## config.mk

```make
export PLATFORM = sky130hd
export DESIGN_NAME = huff_header_top
export DESIGN_NICKNAME = d
export VERILOG_FILES = /design/src/huff_pkg.sv /design/src/huff_header_top.sv /design/src/huff_bit_packer.sv /design/src/huff_header_writer.sv /design/src/huff_tree_walker.sv
export VERILOG_INCLUDE_DIRS = /design/src /design/src/src
export SDC_FILE = /design/constraint.sdc
export NUM_CORES = 1
export LEC_CHECK = 0
export BUFFER_PORTS_ARGS = -buffer_cell sky130_fd_sc_hd__buf_2
export CAP_MARGIN = 20
export CORE_MARGIN = 5
export CORE_UTILIZATION = 30
export CTS_CLUSTER_SIZE = 10
export DETAILED_ROUTE_END_ITERATION = 7
export PLACE_DENSITY_LB_ADDON = 0.2
export SYNTH_ARGS = -nofsm -noshare
export SYNTH_HDL_FRONTEND = slang
export SYNTH_HIERARCHICAL = 1
export SYNTH_SLANG_ARGS = --single-unit
```

## constraint.sdc

```tcl
create_clock -name clk -period 2.8 [get_ports clk]
set_input_delay 0 -clock clk [delete_from_list [all_inputs] [get_ports clk]]
set_output_delay 0 -clock clk [all_outputs]
set_load 0.02 [all_outputs]
```

## src/huff_params.svh

```systemverilog
`ifndef HUFF_PARAMS_SVH
`define HUFF_PARAMS_SVH

// entries in the node memory
`define HUFF_NODES 32

// width of a node address, enough to reach every entry
`define HUFF_ADDR_W 5

// entries in the traversal stack
// this bounds how many internal nodes a single root-to-leaf path may hold
`define HUFF_STACK_DEPTH 16

`endif
```

## src/huff_pkg.sv

```systemverilog
package huff_pkg;

    // child addresses of an internal node, widened to a full byte each
    typedef struct packed {
        logic [7:0] left;  // address of the left child
        logic [7:0] right; // address of the right child
    } huff_inner_t;

    // payload of a leaf node
    typedef struct packed {
        logic [7:0] spare;      // unused, keeps the view 16 bits wide
        logic [7:0] char_index; // character carried by the leaf
    } huff_leaf_t;

    // one 16-bit body, read as child pointers or as a leaf character
    typedef union packed {
        huff_inner_t inner;
        huff_leaf_t  leaf;
    } huff_node_body_u;

    // node memory word, is_leaf picks the view of the body
    typedef struct packed {
        logic            is_leaf;
        huff_node_body_u body;
    } huff_node_t;

    // one header event from the walker to the writer
    typedef struct packed {
        logic       is_leaf;    // 1 gives nine bits, 0 gives a single bit
        logic [7:0] char_index; // only meaningful for a leaf
    } huff_event_t;

    // one packed output byte
    typedef struct packed {
        logic [7:0] data; // header bits, first bit in the msb
        logic       last; // set on the final byte of the header
    } huff_byte_t;

endpackage

```

## src/huff_header_top.sv

```systemverilog
`include "huff_params.svh"

module huff_header_top (
    input  logic                    clk,
    input  logic                    rst,
    input  logic                    node_we,
    input  logic [`HUFF_ADDR_W-1:0] node_addr,
    input  huff_pkg::huff_node_t    node_data,
    input  logic                    start,
    output logic                    byte_valid,
    output huff_pkg::huff_byte_t    out_byte,
    output logic                    busy
);
    import huff_pkg::*;

    logic        ev_valid;  // walker has a node for the writer
    huff_event_t ev;
    logic        ev_done;   // writer has sent the event's last bit
    logic        bit_valid;
    logic        bit_value;
    logic        flush;     // end of header, from the walker

    huff_tree_walker i_walker (
        .clk       (clk),
        .rst       (rst),
        .node_we   (node_we),
        .node_addr (node_addr),
        .node_data (node_data),
        .start     (start),
        .ev_done   (ev_done),
        .ev_valid  (ev_valid),
        .ev        (ev),
        .flush     (flush),
        .busy      (busy)
    );

    huff_header_writer i_writer (
        .clk       (clk),
        .rst       (rst),
        .ev_valid  (ev_valid),
        .ev        (ev),
        .ev_done   (ev_done),
        .bit_valid (bit_valid),
        .bit_value (bit_value)
    );

    huff_bit_packer i_packer (
        .clk        (clk),
        .rst        (rst),
        .bit_valid  (bit_valid),
        .bit_value  (bit_value),
        .flush      (flush),
        .byte_valid (byte_valid),
        .out_byte   (out_byte)
    );

endmodule

```

## src/huff_bit_packer.sv

```systemverilog
module huff_bit_packer (
    input  logic                 clk,
    input  logic                 rst,
    input  logic                 bit_valid,
    input  logic                 bit_value,
    input  logic                 flush,
    output logic                 byte_valid,
    output huff_pkg::huff_byte_t out_byte
);
    logic [7:0] acc;        // incoming bits enter at the lsb
    logic [2:0] fill;       // bits collected in acc so far
    logic [7:0] hold_data;  // finished byte waiting to leave
    logic       hold_valid;
    logic       hold_last;
    logic       byte_full;
    logic       pad_out;
    logic [7:0] padded;

    assign byte_full = bit_valid && (fill == 3'd7);
    assign pad_out   = flush && (fill != 3'd0);
    assign padded    = acc << (4'd8 - {1'b0, fill}); // zeros fill the low bits

    always_ff @(posedge clk) begin
        if (bit_valid) begin
            acc <= {acc[6:0], bit_value};
        end
        if (byte_full) begin
            hold_data <= {acc[6:0], bit_value};
        end else if (pad_out) begin
            hold_data <= padded;
        end
    end

    always_ff @(posedge clk, posedge rst) begin
        if (rst) begin
            fill       <= '0;
            hold_valid <= 1'b0;
            hold_last  <= 1'b0;
        end else begin
            if (flush) begin
                fill <= '0;
            end else if (bit_valid) begin
                fill <= fill + 1'b1; // wraps to zero on the eighth bit
            end
            hold_valid <= byte_full || pad_out;
            hold_last  <= pad_out;
        end
    end

    // a full byte leaves the cycle after its eighth bit, flush lands in that same cycle
    // when the header ends exactly on a byte boundary
    assign byte_valid    = hold_valid;
    assign out_byte.data = hold_data;
    assign out_byte.last = hold_last || (hold_valid && flush);

endmodule

```

## src/huff_header_writer.sv

```systemverilog
module huff_header_writer (
    input  logic                  clk,
    input  logic                  rst,
    input  logic                  ev_valid,
    input  huff_pkg::huff_event_t ev,
    output logic                  ev_done,
    output logic                  bit_valid,
    output logic                  bit_value
);
    localparam logic [3:0] LEAF_BITS  = 4'd9; // control 1 plus the character index
    localparam logic [3:0] INNER_BITS = 4'd1; // a single 0

    logic [8:0] shreg;
    logic [8:0] next_shreg;
    logic [3:0] bits_left;
    logic [3:0] next_bits_left;
    logic       active;
    logic       next_active;

    always_ff @(posedge clk, posedge rst) begin
        if (rst) begin
            bits_left <= '0;
            active    <= 1'b0;
        end else begin
            bits_left <= next_bits_left;
            active    <= next_active;
        end
    end

    always_ff @(posedge clk) begin
        shreg <= next_shreg;
    end

    always_comb begin
        next_shreg     = shreg;
        next_bits_left = bits_left;
        next_active    = active;

        if (ev_valid) begin
            // a new event never arrives while a previous one is still going out
            if (ev.is_leaf) begin
                next_shreg     = {1'b1, ev.char_index};
                next_bits_left = LEAF_BITS;
            end else begin
                next_shreg     = 9'b0;          // internal node, the msb is the only bit used
                next_bits_left = INNER_BITS;
            end
            next_active = 1'b1;
        end else if (active) begin
            next_shreg     = {shreg[7:0], 1'b0}; // msb has just gone out
            next_bits_left = bits_left - 1'b1;
            if (bits_left == 4'd1) begin
                next_active = 1'b0;
            end
        end
    end

    // every active cycle carries one bit, the finish strobe rides on the final one
    assign bit_valid = active;
    assign bit_value = shreg[8];
    assign ev_done   = active && (bits_left == 4'd1);

endmodule

```

## src/huff_tree_walker.sv

```systemverilog
`include "huff_params.svh"

module huff_tree_walker (
    input  logic                      clk,
    input  logic                      rst,
    input  logic                      node_we,
    input  logic [`HUFF_ADDR_W-1:0]   node_addr,
    input  huff_pkg::huff_node_t      node_data,
    input  logic                      start,
    input  logic                      ev_done,
    output logic                      ev_valid,
    output huff_pkg::huff_event_t     ev,
    output logic                      flush,
    output logic                      busy
);
    import huff_pkg::*;

    localparam int SP_W = $clog2(`HUFF_STACK_DEPTH) + 1; // one extra bit to count a full stack

    typedef enum logic [1:0] {
        S_IDLE,  // waiting for start
        S_ISSUE, // event goes out, next address is chosen
        S_WAIT   // writer is still shifting the event out
    } walk_state_t;

    walk_state_t              state;
    huff_node_t               node_mem [`HUFF_NODES];
    logic [`HUFF_ADDR_W-1:0]  stack_mem [`HUFF_STACK_DEPTH];
    logic [`HUFF_ADDR_W-1:0]  cur_addr;
    logic [SP_W-1:0]          sp;
    logic [SP_W-1:0]          sp_top;
    logic                     walk_end;
    huff_node_t               cur_node;
    logic                     stack_empty;

    // tree loading, only done by the host while the walker is idle
    always_ff @(posedge clk) begin
        if (node_we) begin
            node_mem[node_addr] <= node_data;
        end
    end

    assign cur_node    = node_mem[cur_addr];
    assign sp_top      = sp - 1'b1;       // index of the most recent push
    assign stack_empty = (sp == '0);

    // right subtree is remembered while the left one is walked
    always_ff @(posedge clk) begin
        if (state == S_ISSUE && !cur_node.is_leaf) begin
            stack_mem[sp[SP_W-2:0]] <= cur_node.body.inner.right[`HUFF_ADDR_W-1:0];
        end
    end

    always_ff @(posedge clk, posedge rst) begin
        if (rst) begin
            state    <= S_IDLE;
            cur_addr <= '0;
            sp       <= '0;
            walk_end <= 1'b0;
            flush    <= 1'b0;
        end else begin
            flush <= 1'b0;
            case (state)
                S_IDLE: begin
                    if (start) begin
                        state    <= S_ISSUE;
                        cur_addr <= '0;         // the root always sits at address 0
                        sp       <= '0;
                        walk_end <= 1'b0;
                    end
                end
                S_ISSUE: begin
                    state <= S_WAIT;
                    if (!cur_node.is_leaf) begin
                        sp       <= sp + 1'b1;  // preorder goes left first
                        cur_addr <= cur_node.body.inner.left[`HUFF_ADDR_W-1:0];
                    end else if (!stack_empty) begin
                        sp       <= sp_top;     // resume at the nearest pending right child
                        cur_addr <= stack_mem[sp_top[SP_W-2:0]];
                    end else begin
                        walk_end <= 1'b1;       // leaf with nothing pending closes the tree
                    end
                end
                S_WAIT: begin
                    if (ev_done) begin
                        if (walk_end) begin
                            state <= S_IDLE;
                            flush <= 1'b1;      // tells the packer the header is complete
                        end else begin
                            state <= S_ISSUE;
                        end
                    end
                end
                default: begin
                    state <= S_IDLE;
                end
            endcase
        end
    end

    // event contents follow the node under the cursor
    always_comb begin
        ev.is_leaf    = cur_node.is_leaf;
        ev.char_index = cur_node.is_leaf ? cur_node.body.leaf.char_index : 8'h00;
    end

    assign ev_valid = (state == S_ISSUE);
    assign busy     = (state != S_IDLE);

endmodule

```

After elaboration in Yosys (flattened, before gate mapping)
Memories as Yosys holds them, arrays and structs flattened.
Cells that the tools add are included.
{"block": "op_classes", "n_eq_ne": 9, "n_addsub": 5, "mux": 35, "n_reduce_logical": 19, "n_shift": 1}
{"op": "2-to-1 mux 9 bit", "count": 3}
{"op": "2-to-1 mux 5 bit", "count": 5}
{"op": "one-hot mux 5 bit (2 select lines)", "count": 2}
{"op": "2-to-1 mux 8 bit", "count": 2}
{"op": "2-to-1 mux 1 bit", "count": 14}
{"op": "2-to-1 mux 4 bit", "count": 3}
{"op": "nonzero test 2 bit", "count": 5}
{"op": "left shift 8 x 4 -> 8 bit", "count": 1}
{"op": "2-to-1 mux 3 bit", "count": 2}
{"op": "one-hot mux 2 bit (3 select lines)", "count": 1}
{"op": "adder 5 x 1 -> 5 bit (second input constant)", "count": 1}
{"op": "logical AND 1 bit", "count": 5}
{"op": "zero test 5 bit", "count": 1}
{"op": "subtractor 5 x 1 -> 5 bit (second input constant)", "count": 1}
{"op": "equality test 4 x 1 -> 1 bit (second input constant)", "count": 1}
{"op": "2-to-1 mux 2 bit", "count": 2}
{"op": "!= test 2 x 1 -> 1 bit (second input constant)", "count": 2}
{"op": "!= test 2 bit (second input constant)", "count": 2}
{"op": "AND reduction 4 bit", "count": 1}
{"op": "subtractor 4 x 1 -> 4 bit (second input constant)", "count": 1}
{"op": "subtractor 4 x 3 -> 4 bit (first input constant)", "count": 1}
{"op": "adder 3 x 1 -> 3 bit (second input constant)", "count": 1}
{"op": "equality test 3 bit (second input constant)", "count": 1}
{"op": "!= test 3 bit (second input constant)", "count": 1}
{"op": "other kinds (9)", "count": 10}
{"block": "word_totals", "reg_bits": 49, "out_inout_bits": 11, "ramBits": 624, "elab_cells": 84, "memories": 2, "in_bits": 26}
{"name": "i_walker.node_mem", "words": 32, "width": 17, "rd": 1, "rd_clocked_by_memory_dff": 0, "write_ports": 1, "line": "huff_tree_walker.sv:27", "text": "huff_node_t node_mem [`HUFF_NODES];"}
{"name": "i_walker.stack_mem", "words": 16, "width": 5, "rd": 1, "rd_clocked_by_memory_dff": 0, "write_ports": 1, "line": "huff_tree_walker.sv:28", "text": "logic [`HUFF_ADDR_W-1:0] stack_mem [`HUFF_STACK_DEPTH];"}

Logic depth before layout (Yosys ltp)
Gate-level depths: netlist of run 1.
An unclocked memory read counts as a cell.
{"block": "logic_depth", "ltp_word": 5, "ltp_mapped": 12, "ltp_nobuf": 8}

By module
The synthesis of run 1 kept the hierarchy.
{"module": "huff_tree_walker", "seq_area_each_um2": 16205.5, "n_inst": 1, "area_each_um2": 21141.5, "cells_per_inst": 936}
{"module": "huff_bit_packer", "seq_area_each_um2": 605.6, "n_inst": 1, "area_each_um2": 1072.3, "cells_per_inst": 70}
{"module": "huff_header_writer", "seq_area_each_um2": 395.4, "n_inst": 1, "area_each_um2": 681.9, "cells_per_inst": 61}

Least setup slack after synthesis of run 1
Ideal clock, no wire load.
{"block": "synth_timing", "path_type": "reg2reg", "from": "register i_walker.sp[0]", "to": "register i_walker.cur_addr[0]", "synth_period_minus_slack_ns": 2.849, "required_time_ns": 2.676, "n_path_buf": 3, "slack_ns": -0.049, "setup_time_ns": 0.124, "t_arrival_ns": 2.725, "path_stages_with_launch": 10, "cell_sequence": "dfrtp_1 > clkbuf_1 > buf_1 > inv_1 > ha_1 > clkbuf_1 > mux4_2 > mux2_2 > o211ai_1 > nand2_1"}
{"block": "synth_between", "elab_chain_len": 5, "word_cells_on_any_way": 8, "cone_classes": "1 x add/sub; 1 x eq/ne; 3 x mux; 2 x reduce/logical; 1 x memory"}
{"element": "from (decl)", "line": "huff_tree_walker.sv:30", "text": "logic [SP_W-1:0] sp;"}
{"element": "from (signal assigned)", "line": "huff_tree_walker.sv:75", "text": "sp <= sp + 1'b1;"}
{"element": "from (signal assigned)", "line": "huff_tree_walker.sv:78", "text": "sp <= sp_top;"}
{"element": "subtractor 5 x 1 -> 5 bit", "line": "huff_tree_walker.sv:44", "text": "assign sp_top = sp - 1'b1;"}
{"element": "memory (16 x 5 bit)"}
{"element": "2-to-1 mux 5 bit", "line": "huff_tree_walker.sv:77", "text": "end else if (!stack_empty) begin"}
{"element": "2-to-1 mux 5 bit", "line": "huff_tree_walker.sv:74", "text": "if (!cur_node.is_leaf) begin"}
{"element": "one-hot mux 5 bit (2 select lines)", "line": "huff_tree_walker.sv:63", "text": "case (state)"}
{"element": "to (signal assigned)", "line": "huff_tree_walker.sv:76", "text": "cur_addr <= cur_node.body.inner.left[`HUFF_ADDR_W-1:0];"}
{"element": "to (signal assigned)", "line": "huff_tree_walker.sv:79", "text": "cur_addr <= stack_mem[sp_top[SP_W-2:0]];"}
{"element": "to (decl)", "line": "huff_tree_walker.sv:29", "text": "logic [`HUFF_ADDR_W-1:0] cur_addr;"}
Parallel ways exist; a longest one is shown, timed or not. The select of a mux whose other input is x is not followed.
A chain may end at the register's enable or synchronous reset.

==> results.py, run 1 <==
metrics = {
    "status": {
        "status": "completed",
    },
    "layout": {
        "antennaDiodeCount": 0,
        "stdcell_area_um2": 27400,
        "drive_gt1_share_pct": 35.2,
        "fin_cells": 2264,
        "fin_nets": 1295,
        "area_growth_pct": 19.5,
    },
    "worst_setup_path": {
        "crit_buf_inv": 2,
        "required_ps": 3150,
        "crit_chain": "buf_12 > buf_16 > mux4_2 > mux4_2 > mux2_2 > nor2b_1 > and3_1",
        "cp_common_cell": "mux4_2",
        "slowest_stage": "mux4_2",
        "worstPathMaxFanout": 12,
        "crit_type": "flip-flop to flip-flop",
        "end_kind": "flip-flop",
        "cpLargestDelayFamily": "multiplexers",
        "start_kind": "flip-flop",
        "critPathMaxStageDelay_ps": 530,
        "arrival_ps": 3080,
    },
    "floorplan": {
        "dieArea_um2": 81900,
        "ios": 37,
        "rows": 101,
        "coreArea_um2": 75800,
        "die_w_um": 286,
        "die_h_um": 286,
        "initial_utilization_pct": 30.2,
    },
    "drt": {
        "viasPerCell": 4.87,
        "wl_per_cell_um": 24.0,
        "drc": 0,
        "vias": 11000,
        "drt-total-wl_mm": 54.4,
        "ant_nets": 0,
        "drt-initial-drc-count": 855,
        "drt_first_pass_iters": 5,
    },
    "synth": {
        "synth_fa_ha_area_share_pct": 0.546,
        "synth-compound-area-share_pct": 1.44,
        "avgSynthCellArea_um2": 21.5,
        "synthArstFlopShare_pct": 4.16,
        "synthSimpleGateAreaFrac_pct": 3.44,
        "dominantRegCellSynth": "edfxtp_1",
        "ys_warn_count": 6,
        "netlist_area_um2": 22900,
        "synth_top_family_by_area": "multiplexers",
        "syn_nets": 1103,
        "yosys.area_share.xor_xnor_pct": 0.230,
        "synth_cells": 1067,
        "ys_seq_area_share_pct": 75.2,
        "ys_ff_latch": 577,
        "synthMuxAreaShare_pct": 17.7,
        "synth_edf_count": 553,
        "synth.distinct_cells": 50,
    },
    "clock_network": {
        "cts_sinks": 577,
        "cts_max_level": 3,
        "ctsRootBufferMaster": "clkbuf_16",
        "cts_tree": "done",
        "insertion_delay_ps": 600,
        "clockBufferDepth": 3,
        "cts.clk_slew.worst_paths_ps": 60,
        "numCtsBuffers": 69,
    },
    "sta": {
        "setup_viol": 0,
        "fmax_ghz": 0.367,
        "skew_ps": 13.0,
        "setup_slack_ps": 71.9,
        "finalCritPeriodShare_pct": 97.4,
        "period_minus_slack_ps": 2730,
        "slew_violations": 0,
        "relSlewSlack_pct": 54.4,
        "hold_viol": 0,
        "worst_slew_pin_slew_ps": 679,
    },
    "power_and_ir_drop": {
        "vdd_drop_max_mv": 0.440,
        "leakagePower_uw": 0.00877,
        "p_per_area_nw_per_um2": 900,
    },
    "grt": {
        "antenna_found_initial": 1,
        "gr-total-overflow": 0,
        "grt_pass1_wl_mm": 80.8,
        "grtUsageTotal_pct": 13.3,
        "grt_max_degree": 33,
        "grt_pass1_vias": 11800,
    },
    "placement": {
        "dpl_cell_area_um2": 25100,
        "dpl.hpwl_mm": 33.2,
        "place_congestion": 0.754,
        "portBuffers": 33,
        "pre_cts_ws_ps": -126,
        "place_inst": 2140,
    },
    "worst_hold_path": {
        "hold_path.class": "primary input to async pin",
    },
    "flow_run": {
        "drv_cap": 0,
    },
}
==> worst reg2reg max path, cell delays in order, from the launching register on <==
cell,delay [ps]
dfrtp_4,510
buf_12,150
buf_16,160
mux4_2,520
mux4_2,530
mux2_2,310
nor2b_1,130
and3_1,170
==> cell families (layout without fill, tap and decap cells) <==
logic type / count (synthesis) / count (layout)
adders and majority gates: 10 / 10
buffers and inverters: 71 / 290
and+or+nand+nor: 159 / 159
DFF: 577 / 577
xor gates and xnor gates: 6 / 6
AOI/OAI and AO/OA: 47 / 47
muxes: 197 / 197
==> path summary, 6_finish.rpt <==
check | startpoint | endpoint | slack [ps] | cells after the start
max in group asynchronous | rst | i_writer/bits_left[2] | 2140 | 4
worst max-delay path | i_walker/cur_addr[0] | i_writer/shreg[0] | 70 | 7
worst min register to register | i_packer/acc[6] | i_packer/acc[7] | 510 | 0
worst min-delay path | rst | i_walker/walk_end | 50 | 3
worst max register to register | i_walker/cur_addr[0] | i_writer/shreg[0] | 70 | 7
min in group clk | node_addr[2] | i_walker/node_mem[13][16] | 80 | 3
==> placed cells by master, fill, tap and decap left out, types with 7 or more instances in the layout <==
master / synthesis / final
dfrtp_1: 24 / 20
mux4_2: 160 / 160
edfxtp_1: 553 / 553
clkbuf_16: 0 / 72
buf_4: 7 / 101
dlygate4sd3_1: 0 / 19
nor2b_1: 8 / 8
mux2i_1: 14 / 13
inv_1: 20 / 20
mux2_2: 20 / 19
ha_1: 10 / 10
clkbuf_1: 18 / 19
nor2_2: 0 / 16
nand2_1: 32 / 29
nand3b_1: 7 / 7
o21ai_0: 11 / 9
nor3_1: 8 / 7
nor2_1: 69 / 53
buf_12: 0 / 12
buf_2: 12 / 33
==> cell type report <==
cell class	instances	area (um^2)
sequential	577	17200
tap	978	1220
fill	7033	48500
timing repair buffer	172	1480
inverter	20	75.1
clock buffer	89	1820
clock inverter	9	113
multi-input combinational	419	5420
==> synthesized netlist by cell type (8+ instances only) <==
library cell / count / area, um^2
mux4_2: 160 / 3600
ha_1: 10 / 125
mux2_2: 20 / 225
nor2b_1: 8 / 50.1
nor2_1: 69 / 259
buf_1: 9 / 33.8
clkbuf_1: 18 / 67.6
dfrtp_1: 24 / 601
nand2_1: 32 / 120
buf_2: 12 / 60.1
mux2i_1: 14 / 140
edfxtp_1: 553 / 16600
inv_1: 20 / 75.1
nor3_1: 8 / 40.0
o21ai_0: 11 / 55.1
==> power by group <==
part | leakage [uW] | switching, uW | total (uW) | internal (uW)
Sequential | 0.00531 | 370 | 10600 | 10200
Combinational | 0.00253 | 3100 | 6080 | 2980
Clock | 0.000942 | 3380 | 7960 | 4570
==> registers in the layout, summed over array words and instances (netlist names), 4 cells and up <==
| register | count |
|---|---|
| i_walker/sp | 5 |
| i_walker/stack_mem | 80 |
| i_packer/acc | 8 |
| i_packer/hold_data | 8 |
| i_walker/cur_addr | 5 |
| i_walker/node_mem | 448 |
| i_writer/shreg | 9 |
| i_writer/bits_left | 4 |
==> repair_timing <==
item / in CTS / in global routing
setup buffers: 2 / 3
gates cloned: 0 / 2
endpoints found under the hold margin: 477 / 0
pin swaps: 0 / 2
endpoints found under the setup margin: 108 / 96
hold buffers: 19 / 0
gates resized for setup: 1 / 17
==> per-stage QoR <==
step / utilization (%) / total power [uW] / TNS [ps] / hold WS [ps]
2_1_floorplan: - / 14700 / 0 / -221
5_1_grt: 36.1 / 25800 / -3.70 / 72.9
4_1_cts: 35.9 / 24900 / 0 / 35.3
6_report: 36.1 / 24600 / 0 / 49.3
3_5_place_dp: 33.0 / 16800 / -4490 / -59.8
3_3_place_gp: 33.0 / 16700 / -2230 / -64.9
==> metal layers <==
| layer | global-route usage [%] | vias up | routed length, um |
|---|---|---|---|
| met3 | 2.49 | 68 | 2190 |
| li1 | - | 4797 | - |
| met2 | 22.1 | 215 | 26900 |
| met5 | 0 | - | 0 |
| met1 | 18.5 | 5935 | 24400 |
| met4 | 2.80 | 0 | 959 |
Power figures use the tool's default switching activity.
==> run 2: changes to the inputs <==
==> constraint.sdc (replaced) <==
create_clock -name clk -period 2.8 [get_ports clk]
set_input_delay 0.42 -clock clk [delete_from_list [all_inputs] [get_ports clk]]
set_output_delay 0.42 -clock clk [all_outputs]
set_load 0.02 [all_outputs]
==> run 2 against run 1 <==
Compared with the run above:
- clock skew up 13 ps
- largest cell class unchanged
- final area shrank 0.63%
- via count decreased by 2.2%
- fmax is 0.97% lower
==> results.py, run 2 (synthesis gave the netlist of run 1 again) <==
metrics = {
    "grt": {
        "gr-total-overflow": 0,
        "grt_pass1_wl_mm": 77.1,
        "grt_max_degree": 33,
        "grtUsageTotal_pct": 12.7,
        "antenna_found_initial": 0,
        "grt_pass1_vias": 11400,
    },
    "sta": {
        "slew_violations": 0,
        "worst_slew_pin_slew_ps": 661,
        "relSlewSlack_pct": 55.6,
        "period_minus_slack_ps": 2750,
        "hold_viol": 0,
        "finalCritPeriodShare_pct": 98.4,
        "skew_ps": 25.6,
        "rsz0062_at_grt": "true",
        "fmax_ghz": 0.363,
        "setup_viol": 0,
    },
    "layout": {
        "layout_commonest_cell": "edfxtp_1",
        "largest_register_ffs": 448,
        "fillers": 6997,
        "drive_gt1_share_pct": 35.4,
        "fin_nets": 1275,
        "fin_util_pct": 35.8,
        "antennaDiodeCount": 0,
        "area_growth_pct": 18.7,
        "top_register": "i_walker/node_mem",
        "layout_common_cells": "edfxtp_1, mux4_2, buf_4, clkbuf_16, nor2_1",
    },
    "worst_setup_path": {
        "required_ps": 3160,
        "cp-endpoint": "i_writer/shreg[2]",
        "r2r_end": "i_writer/shreg[2]",
        "timing.rr.start": "i_walker/cur_addr[0]",
        "reg2reg_depth": 8,
        "arrival_ps": 3110,
        "worstPathMaxFanout": 12,
        "critPathLaunch": "i_walker/cur_addr[0]",
        "slowest_stage": "mux4_2",
        "critPathMaxStageDelay_ps": 540,
        "crit_type": "flip-flop to flip-flop",
        "end_kind": "flip-flop",
        "regToRegSetupSlack_ps": 50,
        "crit_chain": "buf_12 > buf_12 > mux4_2 > mux4_2 > mux2_2 > nor2b_1 > nand2_1 > o21ai_0",
        "start_kind": "flip-flop",
    },
    "drt": {
        "wl_per_cell_um": 23.0,
        "drt-initial-drc-count": 757,
        "drt-total-wl_mm": 51.5,
        "ant_nets": 0,
        "vias": 10800,
        "viasPerCell": 4.81,
        "drc": 0,
        "drt_first_pass_iters": 5,
    },
    "clock_network": {
        "cts_sinks": 577,
        "cts_tree": "done",
        "insertion_delay_ps": 610,
        "cts_max_level": 3,
        "clockBufferDepth": 3,
        "numCtsBuffers": 68,
        "ctsRootBufferMaster": "clkbuf_16",
        "cts.clk_slew.worst_paths_ps": 50,
    },
    "floorplan": {
        "coreArea_um2": 75800,
        "die_w_um": 286,
        "dieArea_um2": 81900,
        "die_h_um": 286,
        "rows": 101,
        "ios": 37,
        "initial_utilization_pct": 30.2,
    },
    "placement": {
        "portBuffers": 33,
        "place_congestion": 0.728,
        "dpl.hpwl_mm": 32.2,
    },
    "power_and_ir_drop": {
        "leakagePower_uw": 0.00870,
        "p_per_area_nw_per_um2": 904,
        "finalPower_uw": 24600,
        "vdd_drop_max_mv": 0.497,
    },
    "worst_hold_path": {
        "hold_path.class": "primary input to flip-flop",
    },
    "flow_run": {
        "drv_cap": 0,
    },
    "status": {
        "status": "completed",
    },
}
==> run 2: cell count changes in the layout (fill, tap and decap cells not counted), moves of 2 or more <==
cell	before	now
inv_16	3	0
buf_12	12	16
dlygate4sd3_1	19	1
mux2_2	19	16
o21ai_1	5	7
mux2_4	1	4
buf_8	2	0
clkinv_2	2	0
clkinv_16	0	4
o21ai_0	9	7
clkbuf_16	72	68
==> run 2: report_power, final <==
part	switching (uW)	leakage (uW)	total, uW	internal [uW]
registers	361	0.00531	10600	10200
clock network	3390	0.000939	7950	4560
logic	3100	0.00246	6040	2940
total	6850	0.00870	24600	17700
==> run 2: routing by layer <==
metal | vias up | GRT usage [%] | part of all wire (%)
met5 | - | 0 | 0
met4 | 0 | 2.98 | 2.0
met3 | 66 | 2.53 | 3.8
met2 | 185 | 20.3 | 47
met1 | 5772 | 18.1 | 47
li1 | 4750 | - | -
==> run 2: worst max-delay path: cells and delay by family (launching register included) <==
family                 cells  cell delay (ps)
AND/OR/NAND/NOR            2              210
flip-flops                 1              450
multiplexers               3             1420
buffers and inverters      2              330
AO/OA/AOI/OAI              1               70
==> run 2: worst min-delay path by stage <==
stage           from             endpoint  slack [ps]  depth (start not counted)
2_1_floorplan    rst  i_packer/byte_valid         200                          1
3_3_place_gp     rst  i_packer/byte_valid         360                          2
3_5_place_dp     rst   i_packer/hold_last         370                          2
4_1_cts        start    i_walker/state[0]         100                          3
5_1_grt        start    i_walker/state[0]         120                          3
6_report       start    i_walker/state[0]         140                          3
==> run 2: what timing repair did <==
action                                  CTS  global route
endpoints found under the hold margin    24             0
resized for setup                         5            11
pin swaps                                 0             1
buffers inserted                          0             3
hold buffers                              1             0
endpoints found under the setup margin   16            23
==> run 2: through the flow <==
stage / setup slack, ps / cell area (um^2) / hold slack [ps] / std cells / TNS, ps
after floorplan: 38.2 / 22900 / 199 / 1067 / 0
after detailed placement: -25.8 / 25100 / 372 / 2143 / -156
after global routing: -2.39 / 27200 / 117 / 2242 / -3.39
final: 45.2 / 27200 / 141 / 2242 / 0
after CTS: 6.76 / 27100 / 98.7 / 2239 / 0
after global placement: -12.3 / 25100 / 362 / 2143 / -153
==> run 2: area by class of cell <==
class                   instances  area [um^2]  area share [%]
multi-input cells             419         5430            20.0
flip-flops and latches        577        17200            63.3
inverters                      20         75.1           0.276
clock inverters                 9          195           0.718
repair buffers                153         1270            4.68
well taps                     978         1220            4.50
clock buffers                  86         1770            6.51
==> run 3: changes to the inputs <==
--- a/config.mk
+++ b/config.mk
@@ -6,6 +6,7 @@
 export SDC_FILE = /design/constraint.sdc
 export NUM_CORES = 1
 export LEC_CHECK = 0
+export ABC_AREA = 1
 export BUFFER_PORTS_ARGS = -buffer_cell sky130_fd_sc_hd__buf_2
 export CAP_MARGIN = 20
 export CORE_MARGIN = 5
==> run 3 against run 2 <==
Compared with the run above:
- synthesized area rose by 5.4%
- synthesized cell count up 90%
- via count rose by 42%
==> results.py, run 3 <==
metrics = {
    "placement": {
        "place_congestion": 0.791,
        "dpl.hpwl_mm": 37.5,
        "pre_cts_ws_ps": 164,
        "portBuffers": 33,
    },
    "grt": {
        "gr-total-overflow": 0,
        "grtUsageTotal_pct": 14.6,
        "antenna_found_initial": 7,
        "grt_pass1_vias": 15100,
        "grt_max_degree": 70,
        "grt_pass1_wl_mm": 95.6,
    },
    "flow_run": {
        "drv_cap": 0,
    },
    "floorplan": {
        "coreArea_um2": 80200,
        "ios": 37,
        "initial_utilization_pct": 30.1,
        "die_w_um": 294,
        "rows": 104,
        "die_h_um": 294,
        "dieArea_um2": 86200,
    },
    "synth": {
        "netlist_area_um2": 24100,
        "yosys-top-cells-area": "edfxtp_1, nand2_1, nor2_1",
        "ys_ff_latch": 577,
        "synth_edf_count": 553,
        "ys_seq_area_share_pct": 71.3,
        "syn_nets": 2065,
        "synth.top_cell.area_share_pct": 68.8,
        "synth.most_common_cell": "edfxtp_1",
        "yosys.area.top_type": "edfxtp_1",
        "netlist_top_cells_count": "edfxtp_1, nand2_1, nor2_1",
        "synthArstFlopShare_pct": 4.16,
        "ys_warn_count": 6,
        "synth.distinct_cells": 43,
        "dominantRegCellSynth": "edfxtp_1",
        "avgSynthCellArea_um2": 11.9,
        "synth_cells": 2029,
    },
    "sta": {
        "period_minus_slack_ps": 2610,
        "fin_tns_setup_ps": 0,
        "fmax_ghz": 0.384,
        "skew_ps": 24.9,
        "holdWs_ps": 301,
        "relSlewSlack_pct": 45.4,
        "worst_slew_pin_slew_ps": 818,
        "setup_viol": 0,
        "finalCritPeriodShare_pct": 93.1,
        "rsz0062_at_grt": "true",
        "slew_violations": 0,
        "hold_viol": 0,
        "setup_slack_ps": 192,
    },
    "layout": {
        "layout_common_cells": "edfxtp_1, nand2_1, nor2_1, o21ai_0, nand3_1",
        "largest_register_ffs": 448,
        "fin_util_pct": 34.6,
        "layout_commonest_cell": "edfxtp_1",
        "fin_nets": 2143,
        "drive_gt1_share_pct": 11.3,
        "top_register": "i_walker/node_mem",
        "area_growth_pct": 15.0,
        "fillers": 7994,
    },
    "drt": {
        "viasPerCell": 4.78,
        "maxUsedRoutingLayer": "met4",
        "drt_first_pass_iters": 7,
        "wl_per_cell_um": 19.9,
        "drc": 0,
        "route.met2.wl_mm": 28.8,
        "route.met3.wl_mm": 3.73,
        "vias": 15300,
        "wirelength_met1_mm": 29.3,
        "ant_nets": 0,
        "drt-total-wl_mm": 63.6,
        "drt-initial-drc-count": 1275,
    },
    "clock_network": {
        "clockBufferDepth": 3,
        "numCtsBuffers": 69,
        "cts_setup_buffers": 0,
        "insertion_delay_ps": 600,
        "ctsRootBufferMaster": "clkbuf_16",
        "cts.clk_slew.worst_paths_ps": 60,
        "cts_max_level": 3,
        "cts_tree": "done",
        "cts_sinks": 577,
    },
    "worst_setup_path": {
        "start_kind": "flip-flop",
        "worstPathMaxFanout": 25,
        "arrival_ps": 2850,
        "end_kind": "flip-flop",
        "required_ps": 3040,
        "crit_type": "flip-flop to flip-flop",
    },
    "power_and_ir_drop": {
        "vdd_drop_max_mv": 0.694,
        "finalPower_uw": 29700,
        "leakagePower_uw": 0.00986,
        "p_per_area_nw_per_um2": 1070,
    },
    "status": {
        "status": "completed",
    },
    "worst_hold_path": {
        "hold_path.class": "primary input to flip-flop",
    },
}
==> run 3: cell count changes after synthesis, moves of 21 or more <==
cell	previous run	this run
nand3_1	4	184
nor2_1	69	325
mux4_2	160	0
o21ai_0	11	206
nand2_1	32	384
o221ai_1	0	49
inv_1	20	65
clkbuf_1	18	39
buf_2	12	39
==> run 3: per-layer routing <==
| metal | GRT usage (%) | vias to the layer above |
|---|---|---|
| li1 | - | 7344 |
| met1 | 20.3 | 7523 |
| met2 | 23.1 | 328 |
| met3 | 3.25 | 100 |
| met4 | 4.09 | 0 |
| met5 | 0 | - |
==> run 3: cell type report <==
type	count	area, um^2	share of cell area, %
antenna	6	15.0	0.0541
clock buffer	89	1820	6.57
clock inverter	9	106	0.383
inverter	71	275	0.991
multi-input combinational	1264	5960	21.5
sequential	577	17200	62.0
tap	1060	1330	4.78
timing repair buffer	124	1040	3.75
==> run 3: what timing repair did <==
action	CTS	global route
resized for setup	0	3
hold buffers	1	0
endpoints found under the setup margin	0	11
endpoints found under the hold margin	24	0
==> run 3: critical path, stage by stage, from the launching register on <==
cell,delay [ps]
dfrtp_4,570
inv_6,170
buf_4,230
nand2_1,70
nand3_1,60
nand3_1,90
nand2_1,80
nand2_2,80
nand3_4,170
nand2_8,130
nand2_4,50
inv_2,70
nand2_2,80
nor2_1,390
==> run 3: through the flow <==
step / area [um^2] / std cells
floorplan: 24100 / 2029
global placement: 25800 / 3095
detailed placement: 25800 / 3095
CTS: 27700 / 3194
global route: 27800 / 3195
finish: 27800 / 3200
==> run 3: cell families (layout without fill, tap and decap cells) <==
logic type / after synthesis / count (layout) / share of synthesized area [%]
simple gates: 937 / 937 / 16.4
compound gates: 311 / 311 / 7.59
flops: 577 / 577 / 71.3
other cells: 0 / 6 / 0
xor+xnor: 6 / 6 / 0.218
fa+ha+maj: 10 / 10 / 0.518
buf+inv: 188 / 293 / 4.04
==> run 3: final timing paths <==
| kind | startpoint | endpoint | slack [ps] | cells past startpoint |
|---|---|---|---|---|
| setup / recovery | i_walker/cur_addr[0] | i_walker/stack_mem[1][4] | 190 | 13 |
| hold / removal | start | i_walker/state[0] | 300 | 3 |
| setup reg to reg | i_walker/cur_addr[0] | i_walker/stack_mem[1][4] | 190 | 13 |
| hold reg to reg | i_packer/acc[2] | i_packer/acc[3] | 460 | 0 |
| max in group asynchronous | rst | i_walker/cur_addr[1] | 1860 | 3 |
| min in group asynchronous | rst | i_packer/fill[0] | 320 | 3 |
==> run 3: power by group <==
part / switching (uW) / internal [uW] / leakage, uW
Clock: 3290 / 4620 / 0.000929
Sequential: 338 / 10500 / 0.00531
Combinational: 7600 / 3340 / 0.00362
Total: 11200 / 18500 / 0.00986
